--- src/dma_pkg.sv ---
package dma_pkg;

    // bus widths with a meaning
    typedef logic [31:0] addr_t;
    typedef logic [31:0] data_t;
    typedef logic [15:0] qty_t;
    typedef logic [7:0]  reg_off_t;

    // register map, byte offsets on the config bus
    localparam reg_off_t REG_SRC  = 8'h00;
    localparam reg_off_t REG_DST  = 8'h04;
    localparam reg_off_t REG_QTY  = 8'h08;
    localparam reg_off_t REG_CTRL = 8'h0C;
    localparam reg_off_t REG_STAT = 8'h10;

    // control and status bit positions
    localparam int CTRL_START_BIT = 0;
    localparam int STAT_BUSY_BIT  = 0;
    localparam int STAT_DONE_BIT  = 1;

    // engine word queue
    localparam int BUF_DEPTH = 4;
    localparam int BUF_PTR_W = 2;

    // one word per address step
    localparam int WORD_BYTES = 4;

    // engine FSM
    typedef enum logic [1:0] {
        IDLE,
        RUN,
        DRAIN
    } eng_state_t;

    // cpu config request, 42 bits
    typedef struct packed {
        logic     valid;
        logic     write;
        reg_off_t offset;
        data_t    wdata;
    } cfg_req_t;

    // config read data, 33 bits
    typedef struct packed {
        logic  valid;
        data_t rdata;
    } cfg_rsp_t;

    // read address channel
    typedef struct packed {
        logic  valid;
        addr_t addr;
    } rd_req_t;

    // read data channel
    typedef struct packed {
        logic  valid;
        data_t data;
    } rd_rsp_t;

    // write channel, address and data in one beat
    typedef struct packed {
        logic  valid;
        addr_t addr;
        data_t data;
    } wr_req_t;

    // write response, no status
    typedef struct packed {
        logic valid;
    } wr_rsp_t;

endpackage

--- src/dma_reg_slave.sv ---
`timescale 1ns/1ps

module dma_reg_slave (
    input  logic              clk,
    input  logic              rst,
    input  dma_pkg::cfg_req_t cfg_req_i,
    output logic              cfg_ready_o,
    output dma_pkg::cfg_rsp_t cfg_rsp_o,
    input  logic              busy_i,
    input  logic              done_i,
    output logic              start_o,
    output dma_pkg::addr_t    src_o,
    output dma_pkg::addr_t    dst_o,
    output dma_pkg::qty_t     qty_o
);

    logic           start_wr;
    logic           accept;
    logic           wr_acc;
    logic           rd_acc;
    logic           rsp_valid;
    dma_pkg::data_t rsp_data;
    dma_pkg::data_t rdata_d;

    // control write that asks for a new transfer
    assign start_wr = cfg_req_i.valid && cfg_req_i.write &&
                      (cfg_req_i.offset == dma_pkg::REG_CTRL) &&
                      cfg_req_i.wdata[dma_pkg::CTRL_START_BIT];

    // hold off a start while the engine runs
    // start_o high also counts, busy only shows up a cycle later
    assign cfg_ready_o = !(start_wr && (busy_i || start_o));

    assign accept = cfg_req_i.valid && cfg_ready_o;
    assign wr_acc = accept && cfg_req_i.write;
    assign rd_acc = accept && !cfg_req_i.write;

    // setup registers
    always_ff @(posedge clk or posedge rst) begin
        if (rst) begin
            src_o <= '0;
            dst_o <= '0;
            qty_o <= '0;
        end else if (wr_acc) begin
            case (cfg_req_i.offset)
                dma_pkg::REG_SRC: src_o <= cfg_req_i.wdata;
                dma_pkg::REG_DST: dst_o <= cfg_req_i.wdata;
                // only the low half of the word is the count
                dma_pkg::REG_QTY: qty_o <= cfg_req_i.wdata[$bits(dma_pkg::qty_t)-1:0];
                default: ;
            endcase
        end
    end

    // one cycle start pulse
    always_ff @(posedge clk or posedge rst) begin
        if (rst) begin
            start_o <= 1'b0;
        end else begin
            start_o <= start_wr && cfg_ready_o;
        end
    end

    // read mux
    always_comb begin
        rdata_d = '0;
        case (cfg_req_i.offset)
            dma_pkg::REG_SRC: rdata_d = src_o;
            dma_pkg::REG_DST: rdata_d = dst_o;
            dma_pkg::REG_QTY: rdata_d = dma_pkg::data_t'(qty_o);
            dma_pkg::REG_STAT: begin
                rdata_d[dma_pkg::STAT_BUSY_BIT] = busy_i;
                rdata_d[dma_pkg::STAT_DONE_BIT] = done_i;
            end
            // ctrl reads as zero, start self-clears
            default: rdata_d = '0;
        endcase
    end

    // response valid one cycle after an accepted read
    always_ff @(posedge clk or posedge rst) begin
        if (rst) begin
            rsp_valid <= 1'b0;
        end else begin
            rsp_valid <= rd_acc;
        end
    end

    // read data, only loaded on accepted reads
    always_ff @(posedge clk) begin
        if (rd_acc) begin
            rsp_data <= rdata_d;
        end
    end

    assign cfg_rsp_o = '{valid: rsp_valid, rdata: rsp_data};

    // engine never sees a start while busy
    a_no_start_busy: assert property (
        @(posedge clk) disable iff (rst)
        start_o |-> !busy_i
    );

endmodule

--- src/dma_engine.sv ---
`timescale 1ns/1ps

module dma_engine (
    input  logic             clk,
    input  logic             rst,
    input  logic             start_i,
    input  dma_pkg::addr_t   src_i,
    input  dma_pkg::addr_t   dst_i,
    input  dma_pkg::qty_t    qty_i,
    output dma_pkg::rd_req_t rd_req_o,
    input  logic             rd_ready_i,
    input  dma_pkg::rd_rsp_t rd_rsp_i,
    output dma_pkg::wr_req_t wr_req_o,
    input  logic             wr_ready_i,
    input  dma_pkg::wr_rsp_t wr_rsp_i,
    output logic             busy_o,
    output logic             fin_o
);

    dma_pkg::eng_state_t state;

    // read side
    logic                     rd_valid;
    dma_pkg::addr_t           rd_addr;
    dma_pkg::qty_t            rd_left;
    // write side
    dma_pkg::addr_t           wr_addr;
    dma_pkg::qty_t            wr_left;
    dma_pkg::qty_t            rsp_left;
    // word queue
    dma_pkg::data_t           word_buf [dma_pkg::BUF_DEPTH];
    logic [dma_pkg::BUF_PTR_W-1:0] head;
    logic [dma_pkg::BUF_PTR_W-1:0] tail;
    logic [dma_pkg::BUF_PTR_W:0]   q_cnt;
    // queued words plus reads in flight
    logic [dma_pkg::BUF_PTR_W:0]   resv;

    logic launch;
    logic zero_go;
    logic rd_issue;
    logic rd_fire;
    logic push;
    logic wr_fire;
    logic last_rsp;

    assign launch  = (state == dma_pkg::IDLE) && start_i && (qty_i != '0);
    assign zero_go = (state == dma_pkg::IDLE) && start_i && (qty_i == '0);

    assign rd_fire = rd_valid && rd_ready_i;

    // next read only when the request slot frees and a queue slot is reserved
    assign rd_issue = launch ||
                      ((state == dma_pkg::RUN) && (!rd_valid || rd_ready_i) &&
                       (rd_left != '0) && (resv < (dma_pkg::BUF_PTR_W+1)'(dma_pkg::BUF_DEPTH)));

    // read data always taken, room was reserved at issue
    assign push = rd_rsp_i.valid;

    // write presented straight from the queue head
    assign wr_req_o = '{valid: (q_cnt != '0), addr: wr_addr, data: word_buf[head]};
    assign wr_fire  = wr_req_o.valid && wr_ready_i;

    assign rd_req_o = '{valid: rd_valid, addr: rd_addr};

    assign last_rsp = (state != dma_pkg::IDLE) && wr_rsp_i.valid && (rsp_left == 1);

    assign busy_o = (state != dma_pkg::IDLE);

    // FSM and counters
    always_ff @(posedge clk or posedge rst) begin
        if (rst) begin
            state    <= dma_pkg::IDLE;
            fin_o    <= 1'b0;
            rd_valid <= 1'b0;
            rd_left  <= '0;
            wr_left  <= '0;
            rsp_left <= '0;
        end else begin
            fin_o <= zero_go || last_rsp;

            // read request valid
            if (rd_issue) begin
                rd_valid <= 1'b1;
            end else if (rd_fire) begin
                rd_valid <= 1'b0;
            end

            if (launch) begin
                state    <= dma_pkg::RUN;
                rd_left  <= qty_i - 1'b1;
                wr_left  <= qty_i;
                rsp_left <= qty_i;
            end else begin
                if (rd_issue) begin
                    rd_left <= rd_left - 1'b1;
                end
                if (wr_fire) begin
                    wr_left <= wr_left - 1'b1;
                end
                if (wr_rsp_i.valid && (state != dma_pkg::IDLE)) begin
                    rsp_left <= rsp_left - 1'b1;
                end
                // all writes out, wait for responses
                if ((state == dma_pkg::RUN) && wr_fire && (wr_left == 1)) begin
                    state <= dma_pkg::DRAIN;
                end
                if (last_rsp) begin
                    state <= dma_pkg::IDLE;
                end
            end
        end
    end

    // queue pointers, occupancy and reservations
    always_ff @(posedge clk or posedge rst) begin
        if (rst) begin
            head  <= '0;
            tail  <= '0;
            q_cnt <= '0;
            resv  <= '0;
        end else begin
            if (push) begin
                tail <= tail + 1'b1;
            end
            if (wr_fire) begin
                head <= head + 1'b1;
            end
            case ({push, wr_fire})
                2'b10:   q_cnt <= q_cnt + 1'b1;
                2'b01:   q_cnt <= q_cnt - 1'b1;
                default: q_cnt <= q_cnt;
            endcase
            // slot freed only when its word leaves on the write channel
            case ({rd_issue, wr_fire})
                2'b10:   resv <= resv + 1'b1;
                2'b01:   resv <= resv - 1'b1;
                default: resv <= resv;
            endcase
        end
    end

    // addresses and queue storage
    always_ff @(posedge clk) begin
        if (launch) begin
            rd_addr <= src_i;
            wr_addr <= dst_i;
        end else begin
            if (rd_issue) begin
                rd_addr <= rd_addr + dma_pkg::addr_t'(dma_pkg::WORD_BYTES);
            end
            if (wr_fire) begin
                wr_addr <= wr_addr + dma_pkg::addr_t'(dma_pkg::WORD_BYTES);
            end
        end
        if (push) begin
            word_buf[tail] <= rd_rsp_i.data;
        end
    end

    // memory never returns more than was reserved
    a_q_overflow: assert property (
        @(posedge clk) disable iff (rst)
        rd_rsp_i.valid |-> (q_cnt < (dma_pkg::BUF_PTR_W+1)'(dma_pkg::BUF_DEPTH)) || wr_fire
    );

    // a wrap below zero shows up as an oversize count
    a_q_underflow: assert property (
        @(posedge clk) disable iff (rst)
        (q_cnt <= (dma_pkg::BUF_PTR_W+1)'(dma_pkg::BUF_DEPTH)) && (q_cnt <= resv)
    );

    a_rd_hold: assert property (
        @(posedge clk) disable iff (rst)
        rd_req_o.valid && !rd_ready_i |=> rd_req_o.valid && $stable(rd_req_o.addr)
    );

    a_wr_hold: assert property (
        @(posedge clk) disable iff (rst)
        wr_req_o.valid && !wr_ready_i |=>
            wr_req_o.valid && $stable(wr_req_o.addr) && $stable(wr_req_o.data)
    );

endmodule

--- src/dma_top.sv ---
`timescale 1ns/1ps

module dma_top (
    input  logic              clk,
    input  logic              rst,
    input  dma_pkg::cfg_req_t cfg_req_i,
    output logic              cfg_ready_o,
    output dma_pkg::cfg_rsp_t cfg_rsp_o,
    output dma_pkg::rd_req_t  rd_req_o,
    input  logic              rd_ready_i,
    input  dma_pkg::rd_rsp_t  rd_rsp_i,
    output dma_pkg::wr_req_t  wr_req_o,
    input  logic              wr_ready_i,
    input  dma_pkg::wr_rsp_t  wr_rsp_i,
    output logic              int_o
);

    // setup from the register slave
    dma_pkg::addr_t src;
    dma_pkg::addr_t dst;
    dma_pkg::qty_t  qty;
    logic           start;
    // engine status
    logic           busy;
    logic           fin;
    logic           fin_latch;

    // interrupt level, set on finish, cleared by the next start
    always_ff @(posedge clk or posedge rst) begin
        if (rst) begin
            fin_latch <= 1'b0;
        end else if (fin) begin
            fin_latch <= 1'b1;
        end else if (start) begin
            fin_latch <= 1'b0;
        end
    end

    // fin itself lifts int_o in the finish cycle
    assign int_o = fin | fin_latch;

    dma_reg_slave reg_s (
        .clk         (clk        ),
        .rst         (rst        ),
        .cfg_req_i   (cfg_req_i  ),
        .cfg_ready_o (cfg_ready_o),
        .cfg_rsp_o   (cfg_rsp_o  ),
        .busy_i      (busy       ),
        .done_i      (fin_latch  ),
        .start_o     (start      ),
        .src_o       (src        ),
        .dst_o       (dst        ),
        .qty_o       (qty        )
    );

    dma_engine engine (
        .clk        (clk       ),
        .rst        (rst       ),
        .start_i    (start     ),
        .src_i      (src       ),
        .dst_i      (dst       ),
        .qty_i      (qty       ),
        .rd_req_o   (rd_req_o  ),
        .rd_ready_i (rd_ready_i),
        .rd_rsp_i   (rd_rsp_i  ),
        .wr_req_o   (wr_req_o  ),
        .wr_ready_i (wr_ready_i),
        .wr_rsp_i   (wr_rsp_i  ),
        .busy_o     (busy      ),
        .fin_o      (fin       )
    );

endmodule

--- config.mk ---
export PLATFORM = sky130hd
export DESIGN_NAME = dma_top
export DESIGN_NICKNAME = d
export VERILOG_FILES = /design/src/dma_pkg.sv /design/src/dma_reg_slave.sv /design/src/dma_engine.sv /design/src/dma_top.sv
export SDC_FILE = /design/constraint.sdc
export NUM_CORES = 1
export LEC_CHECK = 0
export BUFFER_PORTS_ARGS = -buffer_cell sky130_fd_sc_hd__buf_4
export CAP_MARGIN = 20
export CELL_PAD_IN_SITES_DETAIL_PLACEMENT = 1
export CELL_PAD_IN_SITES_GLOBAL_PLACEMENT = 1
export CORE_MARGIN = 2
export CORE_UTILIZATION = 45
export DETAILED_ROUTE_END_ITERATION = 6
export HOLD_SLACK_MARGIN = 0.05
export PLACE_DENSITY_LB_ADDON = 0.05
export SYNTH_ARGS = -nofsm -noshare
export SYNTH_HDL_FRONTEND = slang
export SYNTH_SLANG_ARGS = --single-unit
--- constraint.sdc ---
create_clock -name clk -period 11.05 [get_ports clk]
set_input_delay 1.105 -clock clk [delete_from_list [all_inputs] [get_ports clk]]
set_output_delay 1.105 -clock clk [all_outputs]
set_load 0.03 [all_outputs]
==> impl_metrics.tcl, run 1 <==
set metrics [dict create \
    cp_max_fo 5 \
    timing.slew.headroom_pct 34.1 \
    sw_frac_of_total_pct 31.2 \
    num_rows 70 \
    cp_num_buf_inv 2 \
    crit_chain "buf_4 -> nor2_1 -> nand2_1 -> nor2_1 -> nand4_1 -> nor2_1 -> o31ai_1 -> buf_4" \
    htreeDepth 2 \
    comb_power_share_pct 23.4 \
    syn-num-nets 1358 \
    finalSetupViolCount 0 \
    grt_pass1_vias 11700 \
    critPathRequiredTime_ns 9.95 \
    post-route-period-util_pct 33.3 \
    fillCellCount 3701 \
    cp-start-kind "input pin" \
    clkPwrFrac_pct 31.7 \
    grtUsageTotal_pct 23.8 \
    setup_tns_ns 0 \
    cts_buffers 41 \
    io_pins 213 \
    hold_class "reg2reg" \
    power.density_nw_per_um2 201 \
    cp.arrival_ns 2.57 \
    drive_above_1_share_pct 27.8 \
    grt_pass1_wl_um 70200 \
    crit_cells 8 \
    period_minus_slack_ns 3.68 \
    path_clk_slew_ns 0.06 \
    synth_edf_count 224 \
    slew_violations 0 \
    drtIter0Drc 529 \
    status "finished, final reports clean" \
    p_total_w 0.00401 \
    die_y_um 196 \
    seqCellArea_um2 10400 \
    fin_nets 1571 \
    ys_ff_latch 369 \
    place_hpwl_um 31200 \
    multi_input_area_um2 5920 \
    p_switching_w 0.00125 \
    mostFrequentLayoutCell "buf_4" \
    drt-total-wl_um 45000 \
    routabilityCongestion 0.831 \
    synth.distinct_cells 63 \
    p_leak_nw 7.78 \
    ant_nets 0 \
    rsz0062_at_grt "no" \
    async_flop_share_pct 39.3 \
    num_vias 11000 \
    wire_per_inst_um 22.8 \
    finalHoldViolCount 0 \
    initial_utilization_pct 45.5 \
    synth_top_flop_cell "edfxtp_1" \
    peakVddDrop_v 0.0000949 \
    ys_warn_count 0 \
    vias_per_cell 5.57 \
    clockBufferDepth 3 \
    worst_setup_path_end_kind "output pin" \
    syn_inst 1263 \
    crit_path_frequent_cell "nor2_1" \
    firstDrtPassIters 4 \
    core_um2 36400 \
    netlist_area_um2 16600 \
    syn_avg_cell_area_um2 13.1 \
    grt_max_degree 95 \
    io_buffer_count 212 \
    skew_ns 0.0219 \
    critPathTopFamily "simple AND/OR/NAND/NOR gates" \
    postCtsResizedCells 0 \
    seq_area_frac_synth_pct 62.4 \
    antenna_found_initial 1 \
    fmax_mhz 272 \
    gr-total-overflow 0 \
    critPathSlowestCell "nor2_1" \
    final_cell_mix "buf_4, edfxtp_1, dfrtp_1, nand2_1, nor2_1" \
    cts_setup_buffers 0 \
    worst_path_largest_cell_delay_ns 0.26 \
    r2r_cells 11 \
    clk_latency_ns 0.55 \
    clockRootBuffer "clkbuf_16" \
    maxCapViolations 0 \
    die-width_um 196 \
    worst_pin_slew_ns 0.979 \
    p_seq_share_pct 44.9 \
    syn2layout_area_growth_pct 20.1 \
    tritoncts "yes" \
    whs_path_depth 1 \
    clkSinkCount 369 \
    dieArea_um2 38400 \
    criticalPathCategory "in2out" \
    internal_power_w 0.00276 \
    postCtsHoldBufs 0 \
    drcViolationCount 0 \
]
==> cell type report <==
type / instances / share of cell area, %
timing repair buffer: 227 / 8.61
inverter: 26 / 0.527
antenna: 1 / 0.0126
clock inverter: 23 / 0.716
clock buffer: 53 / 5.53
multi-input combinational: 811 / 29.7
tap: 468 / 2.94
sequential: 369 / 52.0
==> power groups by stage <==
stage / sequential (W) / combinational (W) / clock (W)
2_1_floorplan: 0.00183 / 0.000589 / 0
3_3_place_gp: 0.00182 / 0.000932 / 0
3_5_place_dp: 0.00183 / 0.000951 / 0
4_1_cts: 0.00180 / 0.000955 / 0.00130
5_1_grt: 0.00182 / 0.00101 / 0.00135
6_report: 0.00180 / 0.000939 / 0.00127
==> synth_stat cells (3+ instances only) <==
| library cell | number | share of area, % |
|---|---|---|
| nor4_1 | 10 | 0.38 |
| mux2_1 | 3 | 0.20 |
| nand3_1 | 38 | 1.1 |
| a21oi_1 | 29 | 0.87 |
| edfxtp_1 | 224 | 41 |
| nor3b_1 | 3 | 0.14 |
| mux2i_1 | 39 | 2.4 |
| nor2b_1 | 7 | 0.26 |
| clkbuf_1 | 38 | 0.86 |
| o211ai_1 | 18 | 0.81 |
| nor2_1 | 100 | 2.3 |
| o311ai_1 | 4 | 0.21 |
| or3_1 | 11 | 0.41 |
| buf_1 | 9 | 0.20 |
| and3_1 | 13 | 0.49 |
| nand4_1 | 19 | 0.72 |
| and4_1 | 5 | 0.26 |
| buf_2 | 6 | 0.18 |
| inv_1 | 24 | 0.54 |
| o21ai_0 | 76 | 2.3 |
| xnor2_1 | 44 | 2.3 |
| mux4_2 | 32 | 4.3 |
| nand2_1 | 125 | 2.8 |
| xor2_1 | 48 | 2.5 |
| o311ai_0 | 6 | 0.32 |
| a21boi_0 | 3 | 0.14 |
| a31oi_1 | 6 | 0.23 |
| o31ai_1 | 3 | 0.14 |
| and2_1 | 11 | 0.41 |
| nand2b_1 | 5 | 0.19 |
| or2_2 | 4 | 0.15 |
| buf_4 | 3 | 0.14 |
| or4_1 | 4 | 0.18 |
| a21o_1 | 3 | 0.14 |
| dfrtp_1 | 145 | 22 |
| or2_1 | 3 | 0.11 |
| mux2_2 | 79 | 5.4 |
| nor3_1 | 20 | 0.60 |
| ha_1 | 13 | 0.98 |
==> sequential cells by signal (all words and copies together), names as in the netlist, 16 cells and up <==
name / count
engine.wr_addr: 32
engine.word_buf: 128
engine.wr_left: 16
reg_s.src_o: 32
reg_s.rsp_data: 32
engine.rd_addr: 32
reg_s.qty_o: 16
reg_s.dst_o: 32
engine.rd_left: 16
engine.rsp_left: 16
==> kinds of logic after synthesis <==
logic type,Yosys count,synth area share (%)
AND/OR/NAND/NOR,387,11.2
flip-flops,369,62.4
AO/OA/AOI/OAI,164,6.06
multiplexers,153,12.3
XOR/XNOR,92,4.86
buffers and inverters,83,2.04
adder cells (fa/ha/maj),15,1.22
==> per-layer routing <==
layer  wire length [µm]  track usage (%)  vias up
met2              21500             38.5      241
met5                  0                0        -
met3               2120             3.58       56
li1                   -                -     5082
met4               1020             6.85        0
met1              20400             33.8     5642
==> worst paths after layout <==
kind	from	end	slack (ns)
worst max-delay path	cfg_req_i[39]	cfg_ready_o	7.37
worst min-delay path	engine.fin_o$_DFF_PP0_	fin_latch$_DFFE_PP0P_	0.44
worst max register to register	engine.state[1]$_DFFE_PP0P_	engine.rd_left[14]$_DFFE_PP0P_	7.39
worst min register to register	engine.fin_o$_DFF_PP0_	fin_latch$_DFFE_PP0P_	0.44
max in group asynchronous	rst	engine.head[1]$_DFFE_PP0P_	8.99
min in group asynchronous	rst	reg_s.src_o[14]$_DFFE_PP0P_	0.77
==> through the flow <==
step	hold slack [ns]	cell area [µm²]	utilization, %	worst slack [ns]	cells
finish	0.436	19900	54.7	7.37	1978
detailed placement	0.441	18700	51.3	6.63	1900
global placement	0.428	18700	51.2	6.79	1899
floorplan	0.420	16600	-	6.05	1263
global route	0.464	19900	54.7	7.01	1978
CTS	0.445	19900	54.7	7.18	1976
Note: power is estimated with default switching activity, not from simulation.
==> inputs of run 2 (changes only) <==
Settings changed: CORE_UTILIZATION 45 to 43.
Clock period 11.05 ns to 3 ns, I/O delays scaled along.
==> impl_metrics.tcl, run 2 (synthesis gave the netlist of run 1 again) <==
set metrics [dict create \
    gr-max-usage-layer "met2" \
    critPathRequiredTime_ns 3.39 \
    rsz0062_at_grt "no" \
    num_vias 11400 \
    wire_per_inst_um 22.4 \
    clkPwrFrac_pct 31.2 \
    ant_nets 0 \
    tritoncts "yes" \
    drt-total-wl_um 47400 \
    setup_ws_ns 0.225 \
    clkSinkCount 369 \
    post-route-period-util_pct 92.5 \
    clockRootBuffer "clkbuf_16" \
    grt_max_degree 113 \
    multi_input_area_um2 5930 \
    clk_latency_ns 0.57 \
    worst_setup_path_end_kind "flip-flop" \
    fillCellCount 3937 \
    fmax_mhz 360 \
    cp_max_fo 7 \
    grtUsageMet1_pct 32.4 \
    drive_above_1_share_pct 28.1 \
    internal_power_w 0.0103 \
    vias_per_cell 5.38 \
    timing.slew.headroom_pct 46.6 \
    io_pins 213 \
    pre_cts_ws_ns 0.183 \
    num_rows 71 \
    grt_pass1_vias 12100 \
    cts_setup_buffers 0 \
    skew_ns 0.0171 \
    p_seq_share_pct 44.2 \
    core_um2 37800 \
    diodes 0 \
    htreeDepth 2 \
    place_hpwl_um 32400 \
    largest_reg_flops 128 \
    maxCapViolations 0 \
    die_y_um 200 \
    hold_slack_ns 0.144 \
    hold_class "in2reg" \
    final_cell_mix "buf_4, edfxtp_1, dfrtp_1, nand2_1, nor2_1" \
    finalSetupViolCount 0 \
    p_switching_w 0.00466 \
    cts_buffers 41 \
    syn2layout_area_growth_pct 26.0 \
    routabilityCongestion 0.853 \
    sw_frac_of_total_pct 31.2 \
    status "finished, final reports clean" \
    comb_power_share_pct 24.6 \
    gr-total-overflow 0 \
    setup_tns_ns 0 \
    io_buffer_count 212 \
    p_leak_nw 8.22 \
    peakVddDrop_v 0.000386 \
    mostFrequentLayoutCell "buf_4" \
    fin_nets 1669 \
    path_clk_slew_ns 0.06 \
    drcViolationCount 0 \
    cp.arrival_ns 3.16 \
    cp-start-kind "flip-flop" \
    finalHoldViolCount 0 \
    drtIter0Drc 574 \
    criticalPathCategory "reg2reg" \
    grt_util_met2_pct 39.9 \
    grt_pass1_wl_um 73600 \
    period_minus_slack_ns 2.77 \
    initial_utilization_pct 43.9 \
    grtUsageMet3_pct 4.14 \
    clockBufferDepth 3 \
    slew_violations 0 \
    dieArea_um2 40200 \
    power.density_nw_per_um2 715 \
    grtUsageTotal_pct 23.8 \
    finish.utilization_pct 55.2 \
    firstDrtPassIters 4 \
    worst_pin_slew_ns 0.801 \
    die-width_um 200 \
    antenna_found_initial 1 \
    seqCellArea_um2 10400 \
    largest_register "engine.word_buf" \
]
[run 2: power groups by stage]
stage / sequential [W] / clock (W) / combinational (W)
4_1_cts: 0.00660 / 0.00479 / 0.00372
3_5_place_dp: 0.00669 / 0 / 0.00365
3_3_place_gp: 0.00665 / 0 / 0.00360
5_1_grt: 0.00668 / 0.00499 / 0.00394
6_report: 0.00660 / 0.00466 / 0.00368
2_1_floorplan: 0.00673 / 0 / 0.00217
[run 2: critical path, cell delays in order, from the launching register on]
cell      delay, ns
dfrtp_1        0.47
nor3b_4        0.32
o21ai_4        0.13
a21boi_0       0.29
ha_1           0.23
o211ai_1       0.12
a31oi_2        0.28
nand3_2        0.19
or2_1          0.28
nor3b_1        0.21
a311oi_1       0.07
[run 2: per-stage QoR]
step                area, µm²  total power (W)  instances
finish                  20900           0.0149       2118
global route            20900           0.0156       2118
CTS                     20900           0.0151       2118
detailed placement      19000           0.0103       1976
global placement        19000           0.0102       1976
floorplan               16600          0.00890       1263
[run 2: cell type report]
class                      count  share of cell area, %
multi-input combinational    811                   28.4
sequential                   369                   49.5
clock buffer                  57                   5.34
clock inverter                19                  0.563
timing repair buffer         325                   12.6
inverter                      26                  0.497
tap                          511                   3.06
[run 2: worst paths after layout]
| path | startpoint | endpoint | slack, ns | depth (start not counted) |
|---|---|---|---|---|
| worst max-delay path | engine.state[1]$_DFFE_PP0P_ | engine.rd_left[14]$_DFFE_PP0P_ | 0.23 | 10 |
| worst min-delay path | cfg_req_i[40] | reg_s.rsp_data[0]$_DFFE_PP_ | 0.14 | 2 |
| worst max register to register | engine.state[1]$_DFFE_PP0P_ | engine.rd_left[14]$_DFFE_PP0P_ | 0.23 | 10 |
| worst min register to register | engine.fin_o$_DFF_PP0_ | fin_latch$_DFFE_PP0P_ | 0.45 | 1 |
| max in group asynchronous | rst | reg_s.dst_o[25]$_DFFE_PP0P_ | 1.85 | 4 |
| min in group asynchronous | rst | engine.q_cnt[2]$_DFFE_PP0P_ | 0.19 | 3 |
[run 2: per-layer routing]
layer	vias to the layer above	wire length [µm]
met5	-	13
met1	5826	21000
met3	66	2220
li1	5264	-
met4	2	1020
met2	243	23100
[run 2: timing repair]
| item | CTS | global route |
|---|---|---|
| hold endpoints to repair | 281 | 0 |
| setup endpoints to repair | 0 | 1 |
| resized for setup | 0 | 3 |
| hold buffers | 66 | 0 |
